<file path="src/icap_pkg.sv">
package icap_pkg;

    ////////////////////////////////////////////////////////////
    // port geometry and frame size
    ////////////////////////////////////////////////////////////
    localparam int ICAP_W      = 32;                // port data width
    localparam int FRAME_WORDS = 202;               // words per frame write
    localparam int WORD_CNT_W  = 8;                 // holds 0..FRAME_WORDS-1

    // last count value of each multi-cycle state
    localparam logic [WORD_CNT_W-1:0] FRAME_LAST  = WORD_CNT_W'(FRAME_WORDS - 1);
    localparam logic [WORD_CNT_W-1:0] NOOP_A_LAST = WORD_CNT_W'(2);    // three no-ops
    localparam logic [WORD_CNT_W-1:0] NOOP_C_LAST = WORD_CNT_W'(1);    // two no-ops
    localparam logic [WORD_CNT_W-1:0] NOOP_D_LAST = WORD_CNT_W'(1);    // two no-ops

    ////////////////////////////////////////////////////////////
    // configuration packet words
    ////////////////////////////////////////////////////////////
    localparam logic [ICAP_W-1:0] DUMMY_WORD    = 32'hFFFF_FFFF;
    localparam logic [ICAP_W-1:0] SYNC_WORD     = 32'hAA99_5566;
    localparam logic [ICAP_W-1:0] NOOP_WORD     = 32'h2000_0000;   // type-1 no-op
    localparam logic [ICAP_W-1:0] IDCODE_HDR    = 32'h3001_8001;   // write 1 word to IDCODE
    localparam logic [ICAP_W-1:0] DEVICE_IDCODE = 32'h0362_D093;
    localparam logic [ICAP_W-1:0] CMD_HDR       = 32'h3000_8001;   // write 1 word to CMD
    localparam logic [ICAP_W-1:0] CMD_WCFG      = 32'h0000_0001;
    localparam logic [ICAP_W-1:0] CMD_DESYNC    = 32'h0000_000D;
    localparam logic [ICAP_W-1:0] FAR_HDR       = 32'h3000_2001;   // write 1 word to FAR
    localparam logic [ICAP_W-1:0] FDRI_HDR      = 32'h3000_40CA;   // count 0xCA = 202 words

    ////////////////////////////////////////////////////////////
    // sequencer states, in stream order
    ////////////////////////////////////////////////////////////
    typedef enum logic [5:0] {
        ST_IDLE,
        ST_SELECT,        // rdwrb low, csib still high
        ST_PREAMBLE,      // first enabled word, zero
        ST_DUMMY,
        ST_SYNC,
        ST_NOOP_A,
        ST_IDCODE_HDR,
        ST_IDCODE,
        ST_CMD_HDR,
        ST_WCFG,
        ST_NOOP_B,
        ST_FAR_HDR,
        ST_FAR,
        ST_FDRI_HDR,
        ST_FRAME_DATA,
        ST_NOOP_C,
        ST_DESYNC_HDR,
        ST_DESYNC,
        ST_NOOP_D
    } seq_state_e;

    ////////////////////////////////////////////////////////////
    // byte bit-reversal
    ////////////////////////////////////////////////////////////
    // the port samples each byte msb-first on the lsb lane,
    // so every byte is mirrored in place
    function automatic logic [ICAP_W-1:0] byte_bitrev(input logic [ICAP_W-1:0] data);
        logic [ICAP_W-1:0] rev;
        int byte_idx;
        int bit_idx;
        rev = '0;
        for (byte_idx = 0; byte_idx < ICAP_W / 8; byte_idx++) begin
            for (bit_idx = 0; bit_idx < 8; bit_idx++) begin
                rev[byte_idx * 8 + bit_idx] = data[byte_idx * 8 + (7 - bit_idx)];
            end
        end
        return rev;
    endfunction

endpackage
</file>
<file path="src/icap_frame_writer.sv">
`timescale 1ns/1ps

module icap_frame_writer (
    input  logic                         clk,
    input  logic                         rst_n,
    input  logic                         start_i,          // one-cycle strobe
    input  logic                         load_addr_i,
    input  logic [icap_pkg::ICAP_W-1:0] frame_addr_i,
    input  logic [icap_pkg::ICAP_W-1:0] fill_word_i,
    output logic                         csib_o,           // active-low port enable
    output logic                         rdwrb_o,          // 0 = write
    output logic [icap_pkg::ICAP_W-1:0] icap_data_o,      // bit-reversed per byte
    output logic                         busy_o,
    output logic                         done_o,
    output logic [icap_pkg::ICAP_W-1:0] frame_addr_o
);

    logic                        start_accept;
    logic                        frame_done;
    logic [icap_pkg::ICAP_W-1:0] frame_addr;
    logic [icap_pkg::ICAP_W-1:0] fill_word;

    ////////////////////////////////////////////////////////////
    // address and fill word storage
    ////////////////////////////////////////////////////////////
    frame_cfg_regs u_cfg (
        .clk            (clk),
        .rst_n          (rst_n),
        .start_accept_i (start_accept),
        .frame_done_i   (frame_done),
        .load_addr_i    (load_addr_i),
        .frame_addr_i   (frame_addr_i),
        .fill_word_i    (fill_word_i),
        .frame_addr_o   (frame_addr),
        .fill_word_o    (fill_word)
    );

    ////////////////////////////////////////////////////////////
    // write sequencer
    ////////////////////////////////////////////////////////////
    icap_write_seq u_seq (
        .clk            (clk),
        .rst_n          (rst_n),
        .start_i        (start_i),
        .frame_addr_i   (frame_addr),
        .fill_word_i    (fill_word),
        .start_accept_o (start_accept),
        .frame_done_o   (frame_done),
        .busy_o         (busy_o),
        .csib_o         (csib_o),
        .rdwrb_o        (rdwrb_o),
        .icap_data_o    (icap_data_o)
    );

    assign done_o       = frame_done;
    assign frame_addr_o = frame_addr;

endmodule

</file>
<file path="src/icap_write_seq.sv">
`timescale 1ns/1ps

module icap_write_seq (
    input  logic                         clk,
    input  logic                         rst_n,
    input  logic                         start_i,
    input  logic [icap_pkg::ICAP_W-1:0] frame_addr_i,
    input  logic [icap_pkg::ICAP_W-1:0] fill_word_i,
    output logic                         start_accept_o,
    output logic                         frame_done_o,
    output logic                         busy_o,
    output logic                         csib_o,
    output logic                         rdwrb_o,
    output logic [icap_pkg::ICAP_W-1:0] icap_data_o
);

    icap_pkg::seq_state_e state_q;
    icap_pkg::seq_state_e state_d;

    logic [icap_pkg::WORD_CNT_W-1:0] cnt_q;          // cycles spent in current state
    logic [icap_pkg::ICAP_W-1:0]     word_sel;       // plain word for this state

    logic                        csib_q;
    logic                        rdwrb_q;
    logic [icap_pkg::ICAP_W-1:0] data_q;
    logic                        last_q;             // last enabled word just registered
    logic                        done_q;

    ////////////////////////////////////////////////////////////
    // start acceptance
    ////////////////////////////////////////////////////////////
    // busy also covers the final enabled word, which is still
    // on the port after the fsm has gone back to idle
    assign busy_o         = (state_q != icap_pkg::ST_IDLE) || !csib_q;
    assign start_accept_o = start_i && !busy_o;

    ////////////////////////////////////////////////////////////
    // next state
    ////////////////////////////////////////////////////////////
    always_comb begin
        state_d = state_q;
        case (state_q)
            icap_pkg::ST_IDLE:       if (start_accept_o) state_d = icap_pkg::ST_SELECT;
            icap_pkg::ST_SELECT:     state_d = icap_pkg::ST_PREAMBLE;
            icap_pkg::ST_PREAMBLE:   state_d = icap_pkg::ST_DUMMY;
            icap_pkg::ST_DUMMY:      state_d = icap_pkg::ST_SYNC;
            icap_pkg::ST_SYNC:       state_d = icap_pkg::ST_NOOP_A;
            icap_pkg::ST_NOOP_A: begin
                if (cnt_q == icap_pkg::NOOP_A_LAST) state_d = icap_pkg::ST_IDCODE_HDR;
            end
            icap_pkg::ST_IDCODE_HDR: state_d = icap_pkg::ST_IDCODE;
            icap_pkg::ST_IDCODE:     state_d = icap_pkg::ST_CMD_HDR;
            icap_pkg::ST_CMD_HDR:    state_d = icap_pkg::ST_WCFG;
            icap_pkg::ST_WCFG:       state_d = icap_pkg::ST_NOOP_B;
            icap_pkg::ST_NOOP_B:     state_d = icap_pkg::ST_FAR_HDR;
            icap_pkg::ST_FAR_HDR:    state_d = icap_pkg::ST_FAR;
            icap_pkg::ST_FAR:        state_d = icap_pkg::ST_FDRI_HDR;
            icap_pkg::ST_FDRI_HDR:   state_d = icap_pkg::ST_FRAME_DATA;
            icap_pkg::ST_FRAME_DATA: begin
                if (cnt_q == icap_pkg::FRAME_LAST) state_d = icap_pkg::ST_NOOP_C;
            end
            icap_pkg::ST_NOOP_C: begin
                if (cnt_q == icap_pkg::NOOP_C_LAST) state_d = icap_pkg::ST_DESYNC_HDR;
            end
            icap_pkg::ST_DESYNC_HDR: state_d = icap_pkg::ST_DESYNC;
            icap_pkg::ST_DESYNC:     state_d = icap_pkg::ST_NOOP_D;
            icap_pkg::ST_NOOP_D: begin
                if (cnt_q == icap_pkg::NOOP_D_LAST) state_d = icap_pkg::ST_IDLE;
            end
            default:                 state_d = icap_pkg::ST_IDLE;
        endcase
    end

    always_ff @(posedge clk or negedge rst_n) begin
        if (!rst_n) begin
            state_q <= icap_pkg::ST_IDLE;
            cnt_q   <= '0;
        end else begin
            state_q <= state_d;
            if (state_d != state_q) begin
                cnt_q <= '0;                            // restart on every state change
            end else begin
                cnt_q <= cnt_q + 1'b1;
            end
        end
    end

    ////////////////////////////////////////////////////////////
    // port word select
    ////////////////////////////////////////////////////////////
    always_comb begin
        case (state_q)
            icap_pkg::ST_DUMMY:      word_sel = icap_pkg::DUMMY_WORD;
            icap_pkg::ST_SYNC:       word_sel = icap_pkg::SYNC_WORD;
            icap_pkg::ST_NOOP_A,
            icap_pkg::ST_NOOP_B,
            icap_pkg::ST_NOOP_C,
            icap_pkg::ST_NOOP_D:     word_sel = icap_pkg::NOOP_WORD;
            icap_pkg::ST_IDCODE_HDR: word_sel = icap_pkg::IDCODE_HDR;
            icap_pkg::ST_IDCODE:     word_sel = icap_pkg::DEVICE_IDCODE;
            icap_pkg::ST_CMD_HDR,
            icap_pkg::ST_DESYNC_HDR: word_sel = icap_pkg::CMD_HDR;
            icap_pkg::ST_WCFG:       word_sel = icap_pkg::CMD_WCFG;
            icap_pkg::ST_DESYNC:     word_sel = icap_pkg::CMD_DESYNC;
            icap_pkg::ST_FAR_HDR:    word_sel = icap_pkg::FAR_HDR;
            icap_pkg::ST_FAR:        word_sel = frame_addr_i;      // held by cfg block
            icap_pkg::ST_FDRI_HDR:   word_sel = icap_pkg::FDRI_HDR;
            icap_pkg::ST_FRAME_DATA: word_sel = fill_word_i;
            default:                 word_sel = '0;                // idle, select, preamble
        endcase
    end

    ////////////////////////////////////////////////////////////
    // registered port outputs
    ////////////////////////////////////////////////////////////
    always_ff @(posedge clk or negedge rst_n) begin
        if (!rst_n) begin
            csib_q  <= 1'b1;
            rdwrb_q <= 1'b1;
            data_q  <= '0;
        end else begin
            csib_q  <= (state_q == icap_pkg::ST_IDLE) || (state_q == icap_pkg::ST_SELECT);
            rdwrb_q <= (state_q == icap_pkg::ST_IDLE);
            data_q  <= icap_pkg::byte_bitrev(word_sel);
        end
    end

    // done lines up with csib going high again
    always_ff @(posedge clk or negedge rst_n) begin
        if (!rst_n) begin
            last_q <= 1'b0;
            done_q <= 1'b0;
        end else begin
            last_q <= (state_q == icap_pkg::ST_NOOP_D) && (state_d == icap_pkg::ST_IDLE);
            done_q <= last_q;
        end
    end

    assign csib_o       = csib_q;
    assign rdwrb_o      = rdwrb_q;
    assign icap_data_o  = data_q;
    assign frame_done_o = done_q;

endmodule

</file>
<file path="src/frame_cfg_regs.sv">
`timescale 1ns/1ps

module frame_cfg_regs (
    input  logic                         clk,
    input  logic                         rst_n,
    input  logic                         start_accept_i,   // latch strobe from sequencer
    input  logic                         frame_done_i,     // step address
    input  logic                         load_addr_i,
    input  logic [icap_pkg::ICAP_W-1:0] frame_addr_i,
    input  logic [icap_pkg::ICAP_W-1:0] fill_word_i,
    output logic [icap_pkg::ICAP_W-1:0] frame_addr_o,
    output logic [icap_pkg::ICAP_W-1:0] fill_word_o
);

    logic [icap_pkg::ICAP_W-1:0] frame_addr_q;
    logic [icap_pkg::ICAP_W-1:0] fill_word_q;
    logic [icap_pkg::ICAP_W-1:0] addr_base;     // stored address after any step

    ////////////////////////////////////////////////////////////
    // frame address
    ////////////////////////////////////////////////////////////
    // a new start may land in the same cycle as the done strobe,
    // so the step is folded in before the load decision
    always_comb begin
        if (frame_done_i) begin
            addr_base = frame_addr_q + 1'b1;
        end else begin
            addr_base = frame_addr_q;
        end
    end

    always_ff @(posedge clk or negedge rst_n) begin
        if (!rst_n) begin
            frame_addr_q <= '0;
        end else if (start_accept_i && load_addr_i) begin
            frame_addr_q <= frame_addr_i;               // external address wins
        end else begin
            frame_addr_q <= addr_base;
        end
    end

    ////////////////////////////////////////////////////////////
    // fill word
    ////////////////////////////////////////////////////////////
    always_ff @(posedge clk or negedge rst_n) begin
        if (!rst_n) begin
            fill_word_q <= '0;
        end else if (start_accept_i) begin
            fill_word_q <= fill_word_i;                 // captured on every start
        end
    end

    assign frame_addr_o = frame_addr_q;
    assign fill_word_o  = fill_word_q;

endmodule

</file>
<file path="config.mk">
export PLATFORM = sky130hd
export DESIGN_NAME = icap_frame_writer
export DESIGN_NICKNAME = d
export VERILOG_FILES = /design/src/icap_pkg.sv /design/src/icap_frame_writer.sv /design/src/icap_write_seq.sv /design/src/frame_cfg_regs.sv
export SDC_FILE = /design/constraint.sdc
export NUM_CORES = 1
export LEC_CHECK = 0
export BUFFER_PORTS_ARGS = -buffer_cell sky130_fd_sc_hd__buf_4
export CORE_MARGIN = 8
export CORE_UTILIZATION = 25
export DETAILED_ROUTE_END_ITERATION = 6
export PLACE_DENSITY_LB_ADDON = 0.05
export SETUP_SLACK_MARGIN = 0.4
export SKIP_CTS_REPAIR_TIMING = 1
export SYNTH_ARGS = -nofsm -noshare
export SYNTH_HDL_FRONTEND = slang
export SYNTH_SLANG_ARGS = --single-unit
</file>
<file path="constraint.sdc">
create_clock -name clk -period 5.6 [get_ports clk]
set_input_delay 1.68 -clock clk [delete_from_list [all_inputs] [get_ports clk]]
set_output_delay 1.68 -clock clk [all_outputs]
set_load 0.1 [all_outputs]
</file>
==> reports/qor.txt <==
FLOORPLANNING
--------------------------------------------------------------------------------------
Floorplan Core Area                                                       0.0216 sq mm
Horizontal die dimension                                                        164 um
Initial standard-cell utilization of the core                                    0.253
Full die area                                                             0.0268 sq mm
Io pins                                                                            136
FP Rows                                                                             54
Vert. Die Dim                                                                   164 um

DETAILED ROUTING
--------------------------------------------------------------------------------------
First-pass iteration count of the detailed router                                    4
Total number of vias                                                              4596
Routed len/inst                                                                19.8 um
Antenna Nets Post-Route                                                              0
Routed vias/inst                                                                  4.81
Starting DRC count in detailed routing                                             328
Remaining design rule violation count                                                0
Total wire length after detailed routing                                       19.0 mm

STA
--------------------------------------------------------------------------------------
Unrepaired setup endpoints after global routing                                     no
Max Fclk                                                                     0.262 GHz
Relative slew slack                                                              0.290
Final hold violation count                                                           0
Actual slew at the worst max-slew pin                                          1.06 ns
Final-report max-slew violation count                                                0
Setup Skew                                                                   0.0106 ns
Total negative slack for setup checks                                             0 ns
Clock period minus final worst setup slack                                     3.81 ns
Setup violators final                                                                0
Crit share post-route                                                            0.681

CELLS AND AREA
--------------------------------------------------------------------------------------
Post-route core utilization                                                      0.340
Share of cells above drive strength 1                                            0.309
P&R area growth vs syn                                                           34.6%
Final design area excluding fillers                                       0.00736 sq mm
NumNets Final                                                                      736
Number of antenna diodes                                                             0

CLOCK NETWORK
--------------------------------------------------------------------------------------
Clock tree root driver cell                                                  clkbuf_16
Buffer depth of the longest clock path                                               2
Number of buffers inserted during clock tree synthesis                              17
Clock transition at path regs                                                  0.05 ns
Clock tree from TritonCTS                                                        built
Clock sink count                                                                   114
CTS H-tree depth                                                                     4
Later-pin clock latency in the skew report                                     0.40 ns

LOGIC SYNTHESIS
--------------------------------------------------------------------------------------
Cell area after synthesis                                                 0.00547 sq mm
Cell types with the largest area share after synthesis                    dfrtp_1 51%, mux2_2 6.4%, xnor2_1 5.1%, nand2_1 4.3%, o21ai_0 3.6%
FFs w/ async S/R, synth                                                           1.00
Cell with the most instances after synthesis                                   dfrtp_1
Number of warnings reported in the yosys synthesis log                               0
Number of enable-type register cells in the synthesized netlist                      0
Flop and latch count out of synthesis                                              114
Leading cell types by count after synthesis                               112 x dfrtp_1, 63 x nand2_1, 39 x o21ai_0
Synthesized instance count                                                         539
Post-synth top flop                                                            dfrtp_1
Mapped Avg Cell Area                                                        10.1 sq um
Number of unique standard cell types used by synthesis                              57
Biggest area consumer among synthesized cells                                  dfrtp_1
Part of the Yosys area used for sequential elements                              0.522
Proportion of netlist area held by the largest area contributor                  0.513
Synthesized netlist net count                                                      611

SETUP PATH
--------------------------------------------------------------------------------------
Nature of the critical path startpoint                                            flop
Chain of cells forming the critical path                                  nor2_1, and2_1, nand2_1, buf_4
Reg2reg start                                                             u_seq.state_q[2]
Critical path peak fanout                                                           27
Worst EP arrival                                                               2.13 ns
CP endpoint kind                                                           output port
Register-to-Register Setup Slack                                               2.19 ns
Cell count of the worst reg-to-reg path                                              5
Reg2Reg Capture Point                                                     u_cfg.frame_addr_o[8]
Slowest cell delay on critical path                                            0.84 ns
Required time reported for the critical path endpoint                          3.92 ns
Startpoint of the worst setup timing path                                 u_seq.state_q[2]
End of the critical path                                                        busy_o
Library cell contributing the largest single delay on the critical path        dfrtp_1
Worst setup path category                                                      reg2out

POWER
--------------------------------------------------------------------------------------
Largest voltage drop on the vdd net                                           0.242 mV
Total power per unit cell area                                             522 mW/mm^2
Leakage dissipation                                                            3.24 nW
Tot Pwr                                                                        3.84 mW

GLOBAL ROUTE
--------------------------------------------------------------------------------------
Maximum number of pins on one net before global-route repair                        59
Grt total ovfl                                                                       0
All-Layer GR Usage                                                               0.144
Initial antenna violation count                                                      0
Number of global-route vias before repair                                         4931
Wire length of the first global-routing pass                                   29.4 mm

PLACEMENT
--------------------------------------------------------------------------------------
Final RePlAce weighted congestion                                                0.793
DP Wirelength                                                                  13.4 mm
Post-place instance area                                                  0.00674 sq mm
Count of buffers inserted at the top-level ports                                   135

HOLD PATH
--------------------------------------------------------------------------------------
Critical hold path startpoint                                             u_seq.last_q
Path category of the worst min-delay check                                     reg2reg

STATUS
--------------------------------------------------------------------------------------
Result of the run                                                            completed

FLOW RUN
--------------------------------------------------------------------------------------
# Max-Cap Violations                                                                 0

## stage by stage
step           std cells  hold WS (ns)  setup WS [ns]
2_1_floorplan        539         0.331           2.38
3_3_place_gp         925         0.343           1.74
3_5_place_dp         925         0.343           1.65
4_1_cts              956         0.359           1.80
5_1_grt              956         0.367           1.61
6_report             956         0.355           1.79
## final cells by class
type                       count  area, sq um
clock buffer                  21          460
clock inverter                10          156
fill                        2276        14300
inverter                      15         56.3
multi-input combinational    375         2420
sequential                   114         2860
tap                          280          350
timing repair buffer         141         1060
## worst min path at each step
stage | to | cells after the start | slack (ns)
after floorplan | u_seq.frame_done_o | 0 | 0.33
after global placement | u_seq.frame_done_o | 0 | 0.34
after detailed placement | u_seq.frame_done_o | 0 | 0.34
after CTS | u_seq.frame_done_o | 0 | 0.36
after global routing | u_seq.frame_done_o | 0 | 0.37
final | u_seq.frame_done_o | 0 | 0.35
## registers in the layout, indices dropped and copies added, names as in the netlist
signal	count
u_seq.csib_o	1
u_seq.last_q	1
u_seq.frame_done_o	1
u_seq.cnt_q	8
u_seq.state_q	6
u_cfg.frame_addr_o	32
u_cfg.fill_word_o	32
u_seq.icap_data_o	32
u_seq.rdwrb_o	1
## layer usage
layer	vias up	share of wire	GRT usage
li1	2174	-	-
met1	2294	0.46	0.187
met2	115	0.47	0.229
met3	13	0.059	0.0456
met4	0	0.0095	0.0355
met5	-	0	0
## cell usage in the layout (no fill, tap or decap), drive strengths merged, types with 2 or more instances in the layout
cell type and count:
a221o 9, clkinv 5, nand2 63, and4 4, bufinv 4, nor3 25
nand3 18, a211o 2, a31oi 3, nor4bb 2, nor2 36, nor4 12
o22ai 2, nand4b 2, nand2b 3, or4 2, and2 4, a22oi 16
xnor2 32, xor2 8, ha 4, buf 141, a32oi 3, a21oi 17
inv 15, nand4 7, o21ai 40, dfstp 2, mux2 31, dfrtp 112
o31ai 3, clkbuf 21, and3 7
## worst max-delay path, delay by kind of cell, from the launching register on
| family | cells | cell delay (ns) |
|---|---|---|
| DFF | 1 | 0.84 |
| buffers and inverters | 1 | 0.28 |
| and+or+nand+nor | 3 | 0.61 |
## where the power goes
| part | total (mW) | switching [mW] | leakage, nW | internal (mW) |
|---|---|---|---|---|
| clock | 1.14 | 0.381 | 0.303 | 0.764 |
| combinational | 1.38 | 1.02 | 1.51 | 0.366 |
| sequential | 1.31 | 0.280 | 1.44 | 1.03 |
| total | 3.84 | 1.68 | 3.24 | 2.16 |
## logic make-up (layout without fill, tap and decap cells)
kind of cell,Yosys count,count (layout),synth area share
XOR/XNOR,40,40,0.0641
adder cells (fa/ha/maj),4,4,0.00916
other,1,1,0.000686
AND/OR/NAND/NOR,192,192,0.172
buffers and inverters,50,187,0.0366
AO/OA/AOI/OAI,106,106,0.129
multiplexers,32,32,0.0657
flip-flops,114,114,0.522
Power figures use the tool's default switching activity.
